`src/common/dispatch_consts.svh`:
```
//--------------------------------------------------------------------
// Constants for the NTS receive dispatcher
// Buffer geometry, MAC beat widths, register API widths,
// register map, core name and version words
//--------------------------------------------------------------------
`ifndef DISPATCH_CONSTS_SVH
`define DISPATCH_CONSTS_SVH

// Frame buffer geometry
`define NTS_ADDR_WIDTH      8        // 256 words per buffer
`define NTS_DATA_WIDTH      64       // MAC beat
`define NTS_VALID_WIDTH     8        // One bit per byte

// Register API bus
`define NTS_API_ADDR_WIDTH  12
`define NTS_API_DATA_WIDTH  32

// Register map
`define NTS_REG_NAME0            12'h000
`define NTS_REG_NAME1            12'h001
`define NTS_REG_VERSION          12'h002
`define NTS_REG_DUMMY            12'h003  // Scratch
`define NTS_REG_FRAMES_MSB       12'h020
`define NTS_REG_FRAMES_LSB       12'h021
`define NTS_REG_GOOD_MSB         12'h022
`define NTS_REG_GOOD_LSB         12'h023
`define NTS_REG_BAD_MSB          12'h024
`define NTS_REG_BAD_LSB          12'h025
`define NTS_REG_DISPATCHED_MSB   12'h026
`define NTS_REG_DISPATCHED_LSB   12'h027

`define NTS_CORE_NAME     64'h4e54_532d_4449_5350  // "NTS-DISP"
`define NTS_CORE_VERSION  32'h302e_3031            // "0.01"

`endif

```
`src/common/nts_rx_pkg.sv`:
```
//--------------------------------------------------------------------
// Receive path types
// MAC beat, buffer word index, frame descriptor, buffer states
//--------------------------------------------------------------------
`default_nettype none
`include "dispatch_consts.svh"

package nts_rx_pkg;

  // One beat from the MAC, valid mask on top
  typedef struct packed {
    logic [`NTS_VALID_WIDTH-1:0] valid;  // Byte valid, bit 0 = byte 0
    logic [`NTS_DATA_WIDTH-1:0]  data;
  } rx_beat_t;

  typedef logic [`NTS_ADDR_WIDTH-1:0] buf_addr_t;  // Word index in a buffer

  // What the engine needs to know about a received frame
  typedef struct packed {
    buf_addr_t                   last_idx;  // Index of last word
    logic [`NTS_VALID_WIDTH-1:0] valid;     // Mask of last beat
  } frame_desc_t;

  // Life cycle of one ping-pong buffer
  typedef enum logic [3:0] {
    EMPTY,      // Free
    FILLING,    // MAC writing
    RECEIVED,   // Good frame, waiting for handover
    READY,      // Offered to the engine
    READ_INIT,  // First RAM read in flight
    READING,    // Words streaming out
    READ_DONE   // Held until discard
  } buf_state_e;

endpackage

`default_nettype wire

```
`src/design/rx_frame_front.sv`:
```
//--------------------------------------------------------------------
// MAC receive front end
// Start of frame detector and last word byte aligner
//--------------------------------------------------------------------
`default_nettype none
`include "dispatch_consts.svh"

module rx_frame_front (
  input  wire                       i_clk,
  input  wire                       i_areset,
  input  wire nts_rx_pkg::rx_beat_t i_beat,
  output nts_rx_pkg::rx_beat_t      o_beat,   // Same cycle, aligned
  output logic                      o_sof
);

  logic [`NTS_VALID_WIDTH-1:0] prev_valid;   // Mask of the previous beat
  logic [`NTS_DATA_WIDTH-1:0]  aligned;

  // Nonzero after reset so the first beat never looks like a start
  always_ff @(posedge i_clk or posedge i_areset) begin
    if (i_areset) begin
      prev_valid <= '1;
    end else begin
      prev_valid <= i_beat.valid;
    end
  end

  // Idle to full beat
  assign o_sof = (prev_valid == '0) && (i_beat.valid == '1);

  //------------------------------------------------------------------
  // Byte aligner
  //------------------------------------------------------------------
  // Mask 0xFF >> k has its valid bytes low, shift them k bytes up
  always_comb begin
    aligned = '0;  // Odd or empty mask
    for (int k = 0; k < `NTS_VALID_WIDTH; k++) begin
      if (i_beat.valid == ({`NTS_VALID_WIDTH{1'b1}} >> k)) begin
        aligned = i_beat.data << (8 * k);
      end
    end
  end

  assign o_beat = '{valid: i_beat.valid, data: aligned};

endmodule

`default_nettype wire

```
`config.mk`:
```
export PLATFORM = sky130hd
export DESIGN_NAME = rx_frame_front
export DESIGN_NICKNAME = d
export VERILOG_FILES = /design/src/common/nts_rx_pkg.sv /design/src/design/rx_frame_front.sv
export VERILOG_INCLUDE_DIRS = /design/src /design/src/common
export SDC_FILE = /design/constraint.sdc
export NUM_CORES = 1
export LEC_CHECK = 0
export BUFFER_PORTS_ARGS = -buffer_cell sky130_fd_sc_hd__buf_2
export CAP_MARGIN = 20
export CORE_ASPECT_RATIO = 1.2
export CORE_MARGIN = 2
export CORE_UTILIZATION = 42
export CTS_BUF_LIST = sky130_fd_sc_hd__clkbuf_16
export DETAILED_ROUTE_END_ITERATION = 10
export PLACE_DENSITY = 0.8
export SLEW_MARGIN = 20
export SYNTH_ARGS = -nofsm -noshare
export SYNTH_HDL_FRONTEND = slang
export SYNTH_SLANG_ARGS = --single-unit
```
`constraint.sdc`:
```
create_clock -name i_clk -period 1.9 [get_ports i_clk]
set_clock_uncertainty 0.15 [all_clocks]
set_input_delay 0.19 -clock i_clk [delete_from_list [all_inputs] [get_ports i_clk]]
set_output_delay 0.19 -clock i_clk [all_outputs]
set_load 0.01 [all_outputs]
```
## After elaboration in Yosys (flattened, before gate mapping)

Index checks and enable logic that the tools add are counted.

| storage, ports and cells | value |
|---|---|
| register bits after elaboration | 8 |
| input port bits | 74 |
| output and inout port bits | 73 |
| word-level logic and storage cells | 19 |

| cells by class | value |
|---|---|
| eq/ne operators | 8 |
| multiplexer cells | 8 |
| reduce and logical (&&, ||, !) cells | 2 |

Operators with widths:

| operator | number |
|---|---|
| $mux W64 | 8 |
| $eq A8 B1 Y1 const B | 1 |
| $eq A8 B2 Y1 const B | 1 |
| $eq A8 B3 Y1 const B | 1 |
| $eq A8 B4 Y1 const B | 1 |
| $eq A8 B5 Y1 const B | 1 |
| $eq A8 B6 Y1 const B | 1 |
| $eq A8 B7 Y1 const B | 1 |
| $eq A8 B8 Y1 const B | 1 |
| $logic_not A8 Y1 | 1 |
| $logic_and A1 B1 Y1 | 1 |

## Depth between registers and ports, before layout

| logic depth | value |
|---|---|
| depth after elaboration | 9 |
| depth in mapped cells | 8 |
| depth with buffers taken out | 4 |

## Worst setup path before layout

No wires, ideal clock.

| timing | value |
|---|---|
| kind | input port to output port |
| from | input i_beat[70] (netlist bit) |
| to | output o_beat[56] (netlist bit) |
| arrival | 1871 ps |
| required time | 1560 ps |
| setup slack | -311 ps |
| cell stages on the path | 7 |
| path buffers | 4 |
| path through | buf_6 > or4b_4 > buf_6 > or4_4 > buf_6 > buf_6 > a32oi_1 |

RTL lines:

| what | line | text |
|---|---|---|
| start, declared | rx_frame_front.sv:11 | `input wire nts_rx_pkg::rx_beat_t i_beat,` |
| end, declared | rx_frame_front.sv:12 | `output nts_rx_pkg::rx_beat_t o_beat,` |

==> summary.md <==
| Metric | Value |
|---|---|
| I/O pins | `between 100 and 150` |
| Simple logic cell fraction of the synthesized area | `24.1%` |
| Post-Syn Area per Cell | `6.70 um^2` |
| Cell Area, Placed | `between 3000 and 4000 um^2` |
| Worst VDD drop | `~0.34 mV` |
| Vias in the first global route | `between 3,000 and 4,000` |
| Drt first pass iters | `6` |
| Dpl ws | `-360 ps` |
| # port buffers | `~150` |
| Initial antenna violation count | `0` |
| Root Buffer Master | `clkbuf_16` |
| DRC | `0` |
| GRT Util Overall | `a little over a third` |
| Netlist cell types | `40` |
| Top reg by flops | `prev_valid` |
| Final setup fails | `between 40 and 50` |
| Die Y | `around 93 um` |
| Failing checks | `negative hold slack, negative setup slack` |
| Yosys reg bits | `8` |
| Syn Inst Count | `417` |
| Worst Setup SP | `i_beat[71]` |
| Initial Util | `roughly 43%` |
| Die Wd | `approximately 78 um` |
| Post-synth EDFFs | `0` |
| Worst slew pin tran | `around 450 ps` |
| Area Growth Syn to Fin | `59.7%` |
| Clock transition at the registers of the reported paths | `30 ps` |
| Final Hold Vio Count | `8` |
| Final Max Slew Viols | `0` |
| Period minus WS final | `approximately 2200 ps` |
| Worst setup path class | `in -> out` |
| Max FFs per register | `8` |
| Synth Area in Compound Gates | `between 30% and 40%` |
| Via density | `roughly 6.4` |
| Non-Filler Instances | `roughly 680` |
| Cells after DPL | `around 660` |
| FMAX | `between 400 and 500 MHz` |
| Vias post-DR | `roughly 4,300` |
| CP max FO | `8` |
| Final WS setup | `-300 ps` |
| RSZ-0062 raised after global routing | `yes` |
| Fraction of layout cells with a size suffix above 1 | `49.6%` |
| Crit path required time | `between 1500 and 2000 ps` |
| Yosys synthesis warning count | `0` |
| Post-Syn Nets | `491` |
| First-pass GRT wire length | `20,400 um` |
| Mapped cell area | `2790 um^2` |
| Largest family of logic cells by synthesized area | `compound AO/OA/AOI/OAI gates` |
| Sink Count | `8` |
| Final nets | `669` |
| Critical Path AT | `around 1900 ps` |
| Die ar. | `7320 um^2` |
| Asr flop ratio synth | `100%` |
| Number of antenna diodes | `0` |
| Avg WL per Cell | `a little over 20 um` |
| Register area share after synthesis | `7.52%` |
| Overflow after GRT | `0` |
| Cell mode on critical path | `buf_6` |
| Run status | `finished with violations` |
| Pwr Density | `roughly 280 nW/um^2` |
| Hold crit path type | `in -> async` |
| LEAKAGE | `between 0.002 and 0.0025 uW` |
| CP Cell Sequence | `buf_6 > or4b_4 > buf_6 > nor4b_4 > buf_6 > o21ai_1 > a31oi_1 > buf_2` |
| Cts bufs inserted | `3` |
| Post-synthesis mux area share | `24.3%` |
| Cell area after layout | `4460 um^2` |
| Initial drt markers | `just under 500` |
| Core footprint | `about 6400 um^2` |
| CTS tree | `yes` |
| Htree depth | `1` |
| Max-cap viol count | `0` |
| Detailed Place HPWL | `between 9000 and 10,000 um` |
| Delay-heaviest family, CP | `simple AND/OR/NAND/NOR gates` |
| Antenna-violating nets left | `0` |
| Most common flop cell mapped by yosys | `dfstp_2` |
| Period utilization | `116%` |
| CP Buf/Inv Count | `4` |
| Row count | `32` |
| Post-Synth XOR/XNOR Area | `0%` |
| Slowest cell on crit path | `or4b_4` |
| Max stage delay on crit path | `a little under 600 ps` |
| CP Capture Point | `o_beat[48]` |
| CP startpoint kind | `input pin` |
| GPL Wtd Cong | `between 0.9 and 1` |
| CP Depth | `8` |
| Largest net degree at the start of global routing | `41` |
| Hold WS | `-0.998 ps` |
| Clk buf depth | `2` |
| Top flop regs | `prev_valid (8)` |
| Relative slew slack | `between 70% and 80%` |
| CP endpoint kind | `output pin` |
| Synth Area in Adders | `0%` |
| Final WL | `~14,000 um` |
==> placed cells by master, fill, tap and decap left out, drive strengths merged, types with 7 or more instances in the layout <==
cell,n
nand3,8
dfstp,8
nor2,36
mux2i,60
o22ai,25
nor2b,17
a22oi,15
o21ai,51
o211ai,8
a31oi,16
buf,217
or2,7
a21oi,24
nand2,36
and2,10
mux2,7
==> area by class of cell <==
class,count,area [um^2]
multi-input cells,356,2580
fillers,535,1990
repair buffers,221,1470
flip-flops and latches,8,210
well taps,85,106
clock buffers,3,75.1
inverters,5,18.8
==> synthesized netlist by cell type (10+ instances only) <==
master	n	area share [%]
and2_1	10	2.2
a31oi_1	16	3.6
a21oi_1	24	4.3
nand2_1	36	4.8
nor2_1	36	4.8
clkbuf_1	27	3.6
a22oi_1	15	4.0
o21ai_0	50	9.0
o22ai_1	25	5.6
mux2i_1	60	21
nor2b_1	17	3.8
==> layer usage <==
metal / part of all wire (%) / up-vias / GRT usage, %
met4: 4.9 / 0 / 17.1
li1: - / 1925 / -
met2: 46 / 327 / 57.4
met5: 0 / - / 0
met3: 10 / 72 / 4.05
met1: 38 / 2015 / 45.7
==> cells by family after synthesis <==
| kind of cell | Yosys count |
|---|---|
| compound gates | 156 |
| buf+inv | 54 |
| flops | 8 |
| mux | 67 |
| simple gates | 132 |
==> stage by stage <==
| step | power, uW | hold slack [ps] | utilization [%] | TNS (ps) |
|---|---|---|---|---|
| after floorplan | 535 | 44.5 | - | -4370 |
| after global placement | 808 | 194 | 61.2 | -8970 |
| after detailed placement | 819 | 193 | 61.2 | -9860 |
| after CTS | 1210 | 3.13 | 66.3 | -7370 |
| after global routing | 1330 | 9.00 | 69.2 | -12110 |
| final | 1260 | -0.998 | 69.2 | -10010 |
==> repair_timing <==
item,4_1_cts,5_1_grt
gates resized for setup,53,39
pin swaps,20,9
buffers inserted,5,4
endpoints found under the hold margin,1,0
setup endpoints to repair,48,55
hold buffers,1,0
gates cloned,4,2
==> report_power, final <==
| group | total, uW | internal (uW) | switching [uW] |
|---|---|---|---|
| clock network | 342 | 270 | 71.5 |
| logic | 732 | 320 | 412 |
| registers | 190 | 187 | 3.33 |
==> worst min path at each step <==
stage	from	to
3_3_place_gp	i_beat[67]	prev_valid[3]$_DFF_PP1_
3_5_place_dp	i_beat[67]	prev_valid[3]$_DFF_PP1_
5_1_grt	i_beat[66]	prev_valid[2]$_DFF_PP1_
6_report	i_areset	prev_valid[0]$_DFF_PP1_
2_1_floorplan	i_beat[64]	prev_valid[0]$_DFF_PP1_
4_1_cts	i_beat[66]	prev_valid[2]$_DFF_PP1_
No activity file was read; power rests on OpenSTA's default activity.
