### config.mk
export PLATFORM = sky130hd
export DESIGN_NAME = dispatch_api
export DESIGN_NICKNAME = d
export VERILOG_FILES = /design/src/common/nts_api_pkg.sv /design/src/design/dispatch_api.sv
export VERILOG_INCLUDE_DIRS = /design/src /design/src/common
export SDC_FILE = /design/constraint.sdc
export NUM_CORES = 1
export LEC_CHECK = 0
export BUFFER_PORTS_ARGS = -buffer_cell sky130_fd_sc_hd__buf_2
export CORE_MARGIN = 2
export CORE_UTILIZATION = 49
export DETAILED_ROUTE_END_ITERATION = 7
export PLACE_DENSITY = 0.72
export SLEW_MARGIN = 10
export SYNTH_ARGS = -nofsm -noshare
export SYNTH_HDL_FRONTEND = slang
export SYNTH_SLANG_ARGS = --single-unit
### constraint.sdc
create_clock -name i_clk -period 15.94 [get_ports i_clk]
set_input_delay 1.594 -clock i_clk [delete_from_list [all_inputs] [get_ports i_clk]]
set_output_delay 1.594 -clock i_clk [all_outputs]
set_load 0.02 [all_outputs]
### src/common/dispatch_consts.svh
//--------------------------------------------------------------------
// Constants for the NTS receive dispatcher
// Buffer geometry, MAC beat widths, register API widths,
// register map, core name and version words
//--------------------------------------------------------------------
`ifndef DISPATCH_CONSTS_SVH
`define DISPATCH_CONSTS_SVH

// Frame buffer geometry
`define NTS_ADDR_WIDTH      8        // 256 words per buffer
`define NTS_DATA_WIDTH      64       // MAC beat
`define NTS_VALID_WIDTH     8        // One bit per byte

// Register API bus
`define NTS_API_ADDR_WIDTH  12
`define NTS_API_DATA_WIDTH  32

// Register map
`define NTS_REG_NAME0            12'h000
`define NTS_REG_NAME1            12'h001
`define NTS_REG_VERSION          12'h002
`define NTS_REG_DUMMY            12'h003  // Scratch
`define NTS_REG_FRAMES_MSB       12'h020
`define NTS_REG_FRAMES_LSB       12'h021
`define NTS_REG_GOOD_MSB         12'h022
`define NTS_REG_GOOD_LSB         12'h023
`define NTS_REG_BAD_MSB          12'h024
`define NTS_REG_BAD_LSB          12'h025
`define NTS_REG_DISPATCHED_MSB   12'h026
`define NTS_REG_DISPATCHED_LSB   12'h027

`define NTS_CORE_NAME     64'h4e54_532d_4449_5350  // "NTS-DISP"
`define NTS_CORE_VERSION  32'h302e_3031            // "0.01"

`endif

### src/common/nts_api_pkg.sv
//--------------------------------------------------------------------
// Register API types
// Bus request and receive event flags
//--------------------------------------------------------------------
`default_nettype none
`include "dispatch_consts.svh"

package nts_api_pkg;

  // One API access, sampled with cs
  typedef struct packed {
    logic                           cs;
    logic                           we;     // 1 = write, 0 = read
    logic [`NTS_API_ADDR_WIDTH-1:0] addr;
    logic [`NTS_API_DATA_WIDTH-1:0] wdata;
  } api_req_t;

  // Single cycle pulses feeding the event counters
  typedef struct packed {
    logic sof;         // Start of frame seen
    logic good;        // Frame ended good
    logic bad;         // Frame ended bad
    logic dispatched;  // Engine started a readout
  } rx_events_t;

endpackage

`default_nettype wire

### src/design/dispatch_api.sv
//--------------------------------------------------------------------
// Register API of the dispatcher
// Register map decode, scratch register, four 64-bit event
// counters with LSB latches for consistent reads
//--------------------------------------------------------------------
`default_nettype none
`include "dispatch_consts.svh"

module dispatch_api (
  input  wire                             i_clk,
  input  wire                             i_areset,
  input  wire nts_api_pkg::api_req_t      i_req,
  input  wire nts_api_pkg::rx_events_t    i_events,
  output logic [`NTS_API_DATA_WIDTH-1:0]  o_rdata   // Combinational
);

  localparam int          NUM_CNT      = 4;  // Frames, good, bad, dispatched
  localparam logic [63:0] CORE_NAME    = `NTS_CORE_NAME;
  localparam logic [31:0] CORE_VERSION = `NTS_CORE_VERSION;

  logic [`NTS_API_DATA_WIDTH-1:0] dummy_reg;
  logic [63:0]                    cnt_reg [NUM_CNT];
  logic [31:0]                    lsb_reg [NUM_CNT];  // Latched low halves
  logic [NUM_CNT-1:0]             cnt_inc;
  logic [NUM_CNT-1:0]             lsb_we;
  logic                           rd_en;
  logic                           dummy_we;

  assign cnt_inc  = {i_events.dispatched, i_events.bad, i_events.good, i_events.sof};
  assign rd_en    = i_req.cs && !i_req.we;
  assign dummy_we = i_req.cs && i_req.we && (i_req.addr == `NTS_REG_DUMMY);

  //------------------------------------------------------------------
  // Read decode
  //------------------------------------------------------------------
  // MSB read also arms the LSB latch of that counter
  always_comb begin
    o_rdata = '0;   // Unmapped
    lsb_we  = '0;
    if (rd_en) begin
      case (i_req.addr)
        `NTS_REG_NAME0:          o_rdata = CORE_NAME[63:32];
        `NTS_REG_NAME1:          o_rdata = CORE_NAME[31:0];
        `NTS_REG_VERSION:        o_rdata = CORE_VERSION;
        `NTS_REG_DUMMY:          o_rdata = dummy_reg;
        `NTS_REG_FRAMES_MSB: begin
          o_rdata   = cnt_reg[0][63:32];
          lsb_we[0] = 1'b1;
        end
        `NTS_REG_FRAMES_LSB:     o_rdata = lsb_reg[0];
        `NTS_REG_GOOD_MSB: begin
          o_rdata   = cnt_reg[1][63:32];
          lsb_we[1] = 1'b1;
        end
        `NTS_REG_GOOD_LSB:       o_rdata = lsb_reg[1];
        `NTS_REG_BAD_MSB: begin
          o_rdata   = cnt_reg[2][63:32];
          lsb_we[2] = 1'b1;
        end
        `NTS_REG_BAD_LSB:        o_rdata = lsb_reg[2];
        `NTS_REG_DISPATCHED_MSB: begin
          o_rdata   = cnt_reg[3][63:32];
          lsb_we[3] = 1'b1;
        end
        `NTS_REG_DISPATCHED_LSB: o_rdata = lsb_reg[3];
        default: ;
      endcase
    end
  end

  //------------------------------------------------------------------
  // Scratch, counters and latches
  //------------------------------------------------------------------
  always_ff @(posedge i_clk or posedge i_areset) begin
    if (i_areset) begin
      dummy_reg <= '0;
      for (int k = 0; k < NUM_CNT; k++) begin
        cnt_reg[k] <= '0;
        lsb_reg[k] <= '0;
      end
    end else begin
      if (dummy_we) dummy_reg <= i_req.wdata;
      for (int k = 0; k < NUM_CNT; k++) begin
        if (cnt_inc[k]) cnt_reg[k] <= cnt_reg[k] + 64'd1;
        if (lsb_we[k])  lsb_reg[k] <= cnt_reg[k][31:0];   // Value before this edge
      end
    end
  end

endmodule

`default_nettype wire

Word level (Yosys, flattened, before mapping)
Index checks and enable logic that the tools add are counted.

Register bits after elaboration: 416. Output and inout bits: 32.

Add/sub/neg operators: 4. Equality and inequality tests: 11. Muxes and demuxes: 7. Reductions and logical operators: 5.

Operators by type and width (count): $pmux W32 S12 (1); $add A64 B1 Y64 const B (4); $eq A12 B6 Y1 const B (8); $mux W32 (1); $eq A12 B2 Y1 const B (2); $eq A12 B1 Y1 const B (1); $logic_not A12 Y1 (1); $mux W1 (4); $mux W4 (1); $logic_and A1 B1 Y1 (3); $logic_not A1 Y1 (1).

Depth between registers and ports, before layout
Gate-level depths: netlist of the first run.

Depth in word-level cells: 3. Gate-level depth with buffers: 8.

Worst setup path before layout of the first run
No wires, ideal clock.

Path type: input port to output port. Start point: input i_req[41] (netlist name). End point: output o_rdata[0]. Arrival: 3.479 ns. Path slack: 10.867 ns. Stages: 7. Buffers on the path: 2. Cells stage by stage: nor4_4 > and2_1 > and3_1 > clkbuf_1 > clkbuf_1 > a22oi_1 > a31oi_1.

Longest elaborated chain between the ends: 3. Elaborated cells on any way between the ends: 14.

RTL lines: start: declaration (RTL line dispatch_api.sv:12) `input wire nts_api_pkg::api_req_t i_req,`; $eq A12 B6 Y1 (tied with other cells) (RTL line dispatch_api.sv:41) `case (i_req.addr)`; $pmux W32 S12 * (RTL line dispatch_api.sv:41); $mux W32 * (RTL line dispatch_api.sv:40) `if (rd_en) begin`; end: declaration (RTL line dispatch_api.sv:14) `` output logic [`NTS_API_DATA_WIDTH-1:0] o_rdata ``.

Every way passes the cells marked *; elsewhere a longest branch is shown, timed or not.

Final worst setup path of the first run
Same ends and word-level chain as after synthesis.

==> summary.md, run 1 <==
| Metric | Value |
|---|---|
| Outcome | `finished clean` |
| Via Count | `~15k` |
| Syn_nets | `about 1.8k` |
| Critical path data required time | `14.35 ns` |
| CTS Sinks | `approximately 420` |
| Leak | `roughly 0.010 uW` |
| Hold Crit Class | `flip-flop to flip-flop` |
| Cells after Synth | `1760` |
| Die W | `206 microns` |
| Area Growth Syn to Fin | `12.0%` |
| Initial Utilization | `between 40% and 50%` |
| Gr usage total | `29.6%` |
| CTS clk-pin slew, worst paths | `about 0.060 ns` |
| Slew HR | `13.2%` |
| Root buffer cell | `clkbuf_16` |
| Post-synthesis register bit count | `416` |
| TritonCTS buffer count | `between 40 and 50` |
| Detail Placement HPWL | `45100 microns` |
| Wire per inst | `around 26 microns` |
| Number of flip-flops in the largest register | `around 260` |
| IO Port Bufs | `83` |
| IO Pins | `84` |
| Avg Cell Area, Syn | `around 11 sq um` |
| Drt initial violations | `1769` |
| Clk Latency, worst-skew pair | `approximately 0.58 ns` |
| Number of distinct library cells after synthesis | `65` |
| Die Ht | `about 210 microns` |
| CTS Hold Bufs | `0` |
| Final nets | `around 1.9k` |
| Worst Clk Skew | `0.0227 ns` |
| CTS tree | `done` |
| Global-route wire length before repair | `between 90000 and 100000 microns` |
| Fmax | `159 MHz` |
| # DRC | `0` |
| Final WL | `between 60000 and 70000 microns` |
| RSZ-0062 raised after global routing | `no` |
| Most common cell after layout, fill and taps aside | `dfrtp_1` |
| Core Rows | `74` |
| Commonest non-fill, non-tap cells in the layout | `dfrtp_1, xnor2_1, mux2_2` |
| Hold Fails Final Rpt | `0` |
| Slew Viols, Final | `0` |
| Tcrit/Tclk final | `between 30% and 40%` |
| Post-synth EDFFs | `0` |
| H-tree depth | `2` |
| DR vias/cell | `6.30` |
| Register area share after synthesis | `between 50% and 60%` |
| Initial antenna violation count | `4` |
| Arrival time at the worst endpoint | `4.69 ns` |
| Total negative slack | `0 ns` |
| Post-cts sizing count | `0` |
| Warnings, synthesis | `0` |
| CTS Buffer Depth | `3` |
| Max-cap violation count | `0` |
| Fin crit period | `approximately 6.3 ns` |
| Pwr dens | `103 nW/um^2` |
| Setup Buffers After CTS | `0` |
| Fillers | `roughly 3.4k` |
| Core Area | `slightly above 40000 sq um` |
| CP startpoint kind | `input pin` |
| Routability congestion estimate | `0.993` |
| Worst vdd ir | `92.8 uV` |
| Full die area | `42600 sq um` |
| CP Class | `input pin to output port` |
| Final ANT Viol Nets | `0` |
| Largest net degree at the start of global routing | `175` |
| Vias in the first global route | `14.5k` |
| Ys flop type | `dfrtp_1` |
| Final setup fails | `0` |
| Crit end category | `output port` |
| Remaining global-route overflow | `0` |
| DRT Pass-1 Iters | `6` |
| Worst-Margin Slew | `between 1 and 1.5 ns` |
| Hold WS | `0.480 ns` |
| Mapped cell area | `20100 sq um` |
| Share of cells above drive strength 1 | `between 10% and 20%` |
| Max FO, Critical Path | `10` |
| FFs w/ async S/R, synth | `100%` |
final timing paths:
| path | startpoint | end | slack, ns | depth (start not counted) |
|---|---|---|---|---|
| setup / recovery | i_req[41] | o_rdata[0] | 9.65 | 7 |
| hold / removal | cnt_reg[63]$_DFFE_PP0P_ | cnt_reg[63]$_DFFE_PP0P_ | 0.48 | 1 |
| setup reg to reg | cnt_reg[64]$_DFFE_PP0P_ | cnt_reg[112]$_DFFE_PP0P_ | 12.87 | 6 |
| hold reg to reg | cnt_reg[63]$_DFFE_PP0P_ | cnt_reg[63]$_DFFE_PP0P_ | 0.48 | 1 |
| max in group asynchronous | i_areset | lsb_reg[102]$_DFFE_PP0P_ | 12.42 | 4 |
| min in group asynchronous | i_areset | cnt_reg[84]$_DFFE_PP0P_ | 1.11 | 2 |
kinds of logic after synthesis:
logic type	synth area share, %
AND/OR/NAND/NOR	16.9
flip-flops	51.9
XOR/XNOR	11.0
multiplexers	11.7
AO/OA/AOI/OAI	6.14
buffers and inverters	2.22
adder cells (fa/ha/maj)	0.249
cell usage after synthesis (all sizes together), types with 2 or more instances:
master,instances,area (sq um)
a31oi,18,113
a22oi,32,240
or3,7,43.8
a211oi,3,22.5
mux4,4,90.1
mux2,180,2030
dfrtp,416,10400
clkbuf,37,139
nor2,80,323
o21ai,19,95.1
a222oi,18,180
nand2,110,415
o32a,2,20.0
xnor2,173,1520
a22o,4,35.0
nand2b,5,31.3
nor4b,2,32.5
inv,30,113
nand3,110,556
buf,33,190
a21oi,46,230
o21a,2,15.0
and3,39,244
nor4,39,357
or2,2,12.5
a32oi,7,61.3
a221oi,6,52.6
and4,34,298
o211ai,2,15.0
nor3b,2,15.0
xor2,79,692
mux2i,23,230
nor2b,7,43.8
nor3,41,215
o22ai,9,56.3
and2,22,138
ha,4,50.1
a2bb2oi,3,26.3
or4,4,33.8
nand4,94,594
worst max-delay path, cell delays in order:
cell and delay [ns]:
buf_2 0.11, nor4_4 0.66, nand2_1 0.36, nor4_2 1.04, a22oi_1 0.21, a31oi_1 0.46, buf_2 0.25
metal layers:
layer | vias to the layer above | share of wire [%] | track usage, %
li1 | 6589 | - | -
met3 | 130 | 9.2 | 5.53
met2 | 739 | 44 | 43.8
met1 | 7679 | 43 | 42.9
met4 | 0 | 4.2 | 12.0
met5 | - | 0 | 0
report_power, final:
part	internal [uW]	total, uW	switching (uW)
Sequential	1090	1140	48.2
Clock	627	1050	426
Combinational	45.8	113	67.7
Total	1760	2310	542
through the flow:
stage	setup WS (ns)	instance area (sq um)	utilization, %	std cells	power (uW)
2_1_floorplan	2.77	20100	-	1760	1230
3_3_place_gp	9.86	21000	51.6	2320	1260
3_5_place_dp	9.80	21000	51.6	2320	1270
4_1_cts	9.80	22500	55.3	2400	2320
5_1_grt	9.60	22500	55.3	2402	2380
6_report	9.65	22500	55.3	2403	2310
cell type report:
cell class / instances / area (sq um) / share of cell area [%]
clock buffer: 64 / 1330 / 5.91
tap: 532 / 666 / 2.96
timing repair buffer: 98 / 541 / 2.40
clock inverter: 16 / 174 / 0.773
inverter: 31 / 124 / 0.551
antenna: 3 / 7.51 / 0.0334
sequential: 416 / 10400 / 46.3
multi-input combinational: 1243 / 9240 / 41.1
(Power assumes the default switching activity.)
==> run 2: changes to the inputs <==
==> constraint.sdc (replaced) <==
create_clock -name i_clk -period 5.8 [get_ports i_clk]
set_input_delay 0.58 -clock i_clk [delete_from_list [all_inputs] [get_ports i_clk]]
set_output_delay 0.58 -clock i_clk [all_outputs]
set_load 0.02 [all_outputs]
==> run 2 against run 1 <==
Effect of this change:
- wire length shrank 0.67%
- combinational power rose to 2.8 times the previous value
- register-to-register slack worse by 10 ns
- clock skew down 0.0079 ns
- global-route usage is 0.48 points lower
- hold slack worse by 0.44 ns
- via count up 1.7%
- critical endpoint is now o_rdata[24]
- first-iteration DRC count up 11%
- final area rose by 0.71%
- largest power group is now clock
==> summary.md, run 2 (synthesis gave the netlist of run 1 again) <==
| Metric | Value |
|---|---|
| # DRC | `0` |
| Crit path buf inv count | `4` |
| Die Ht | `roughly 210 microns` |
| Tcrit/Tclk final | `around 74%` |
| CTS Buffer Depth | `3` |
| Family with the most delay on the worst path | `buffers and inverters` |
| Routability congestion estimate | `around 1.0` |
| Max-cap violation count | `0` |
| Clk Latency, worst-skew pair | `0.58 ns` |
| Hold Crit Class | `input pin to asynchronous set/reset pin` |
| Drt initial violations | `~2.0k` |
| Cell Count, Final, Fillers Out | `2407` |
| Post-cts sizing count | `0` |
| Final nets | `approximately 1.9k` |
| DRT Pass-1 Iters | `8` |
| Critical path data required time | `5.22 ns` |
| Largest stage delay, worst path | `approximately 0.89 ns` |
| Via Count | `15.4k` |
| Gr usage total | `just under 30%` |
| Max FO, Critical Path | `37` |
| DR vias/cell | `6.39` |
| Commonest non-fill, non-tap cells in the layout | `dfrtp_1, xnor2_1, mux2_2` |
| Tot Pwr | `6600 uW` |
| CTS Sinks | `416` |
| WP depth | `8` |
| CP max-delay cell | `clkinv_1` |
| Final WL | `61100 microns` |
| Share of cells above drive strength 1 | `around a fifth` |
| Worst Clk Skew | `0.0148 ns` |
| IO Pins | `84` |
| Number of flip-flops in the largest register | `roughly 260` |
| Final setup fails | `0` |
| Placed cell areas | `between 20000 and 25000 sq um` |
| Root buffer cell | `clkbuf_16` |
| Flop-to-flop setup slack | `approximately 2.7 ns` |
| CTS Hold Bufs | `0` |
| Core Rows | `74` |
| Fmax | `between 200 and 250 MHz` |
| Reg2reg path depth | `6` |
| CP cell instances | `buf_2 > clkinv_1 > nand2_1 > nor3_2 > buf_4 > a222oi_1 > a31oi_1 > buf_2` |
| CTS clk-pin slew, worst paths | `0.06 ns` |
| Vias in the first global route | `14.5k` |
| FF-to-FF End | `cnt_reg[112]$_DFFE_PP0P_` |
| Fin area | `around 23000 sq um` |
| H-tree depth | `2` |
| Outcome | `finished clean` |
| Crit end category | `output port` |
| RR Startpoint | `cnt_reg[64]$_DFFE_PP0P_` |
| Initial Utilization | `about half` |
| Wire per inst | `25.4 microns` |
| Pwr dens | `slightly below 300 nW/um^2` |
| RSZ-0062 raised after global routing | `no` |
| Worst-Margin Slew | `around 1.2 ns` |
| TritonCTS buffer count | `45` |
| Full die area | `between 40000 and 50000 sq um` |
| Core Area | `40600 sq um` |
| Detail Placement HPWL | `~45000 microns` |
| Slew Viols, Final | `0` |
| Most frequent CP cell | `buf_2` |
| Most common cell after layout, fill and taps aside | `dfrtp_1` |
| Initial antenna violation count | `5` |
| CTS tree | `done` |
| Final ANT Viol Nets | `0` |
| CP startpoint kind | `input pin` |
| IO Port Bufs | `83` |
| Fin crit period | `~4.3 ns` |
| Arrival time at the worst endpoint | `between 3 and 4 ns` |
| Die W | `about 210 microns` |
| Hold Fails Final Rpt | `0` |
| Largest net degree at the start of global routing | `174` |
| Setup Buffers After CTS | `0` |
| Hold WS | `between 0.03 and 0.04 ns` |
| Global-route wire length before repair | `between 90000 and 100000 microns` |
| Slew HR | `between 10% and 20%` |
| Dpl cells | `~2.3k` |
| Leak | `just over 0.01 uW` |
| Worst vdd ir | `a little over 200 uV` |
| Remaining global-route overflow | `0` |
| Area Growth Syn to Fin | `12.8%` |
| CP Class | `input pin to output port` |
run 2: final cells by class:
| cell class | instances | area, sq um |
|---|---|---|
| diodes | 2 | 5.00 |
| clock buffers | 62 | 1290 |
| clock inverters | 20 | 343 |
| fillers | 3355 | 18000 |
| inverters | 31 | 120 |
| multi-input cells | 1243 | 9240 |
| flip-flops and latches | 416 | 10400 |
| well taps | 532 | 666 |
| repair buffers | 101 | 576 |
run 2: worst max path at each step:
| stage | start | to | slack (ns) |
|---|---|---|---|
| 6_report | i_req[33] | o_rdata[24] | 1.50 |
| 5_1_grt | i_req[41] | o_rdata[11] | 1.45 |
| 4_1_cts | i_req[41] | o_rdata[11] | 1.68 |
| 3_5_place_dp | i_req[41] | o_rdata[11] | 1.69 |
| 3_3_place_gp | i_req[41] | o_rdata[11] | 1.73 |
| 2_1_floorplan | i_areset | cnt_reg[0]$_DFFE_PP0P_ | -0.39 |
run 2: per-layer routing:
layer / vias up / track usage, % / wire length [microns]
met2: 893 / 41.1 / 25600
li1: 6587 / - / -
met1: 7729 / 42.7 / 25900
met4: 4 / 14.6 / 3440
met5: - / 0 / 27
met3: 176 / 5.41 / 6140
run 2: power by group:
part	total [uW]	leakage, uW	internal, uW	switching [uW]
sequential	3140	0.00570	3000	138
clock	3150	0.000804	1960	1190
combinational	313	0.00379	127	185
total	6600	0.0103	5080	1520
run 2: per-stage QoR:
step / utilization [%] / worst slack (ns) / setup TNS (ns)
6_report: 55.7 / 1.50 / 0
4_1_cts: 55.7 / 1.68 / 0
2_1_floorplan: - / -0.390 / -162.06
3_5_place_dp: 51.7 / 1.69 / 0
3_3_place_gp: 51.7 / 1.73 / 0
5_1_grt: 55.7 / 1.45 / 0
run 2: worst register-to-register path: stages (launching register included):
cell	delay (ns)
dfrtp_1	0.40
ha_1	0.22
nand3_1	0.18
nor4_1	1.04
nand4_1	0.65
nor3_1	0.38
xor2_1	0.17
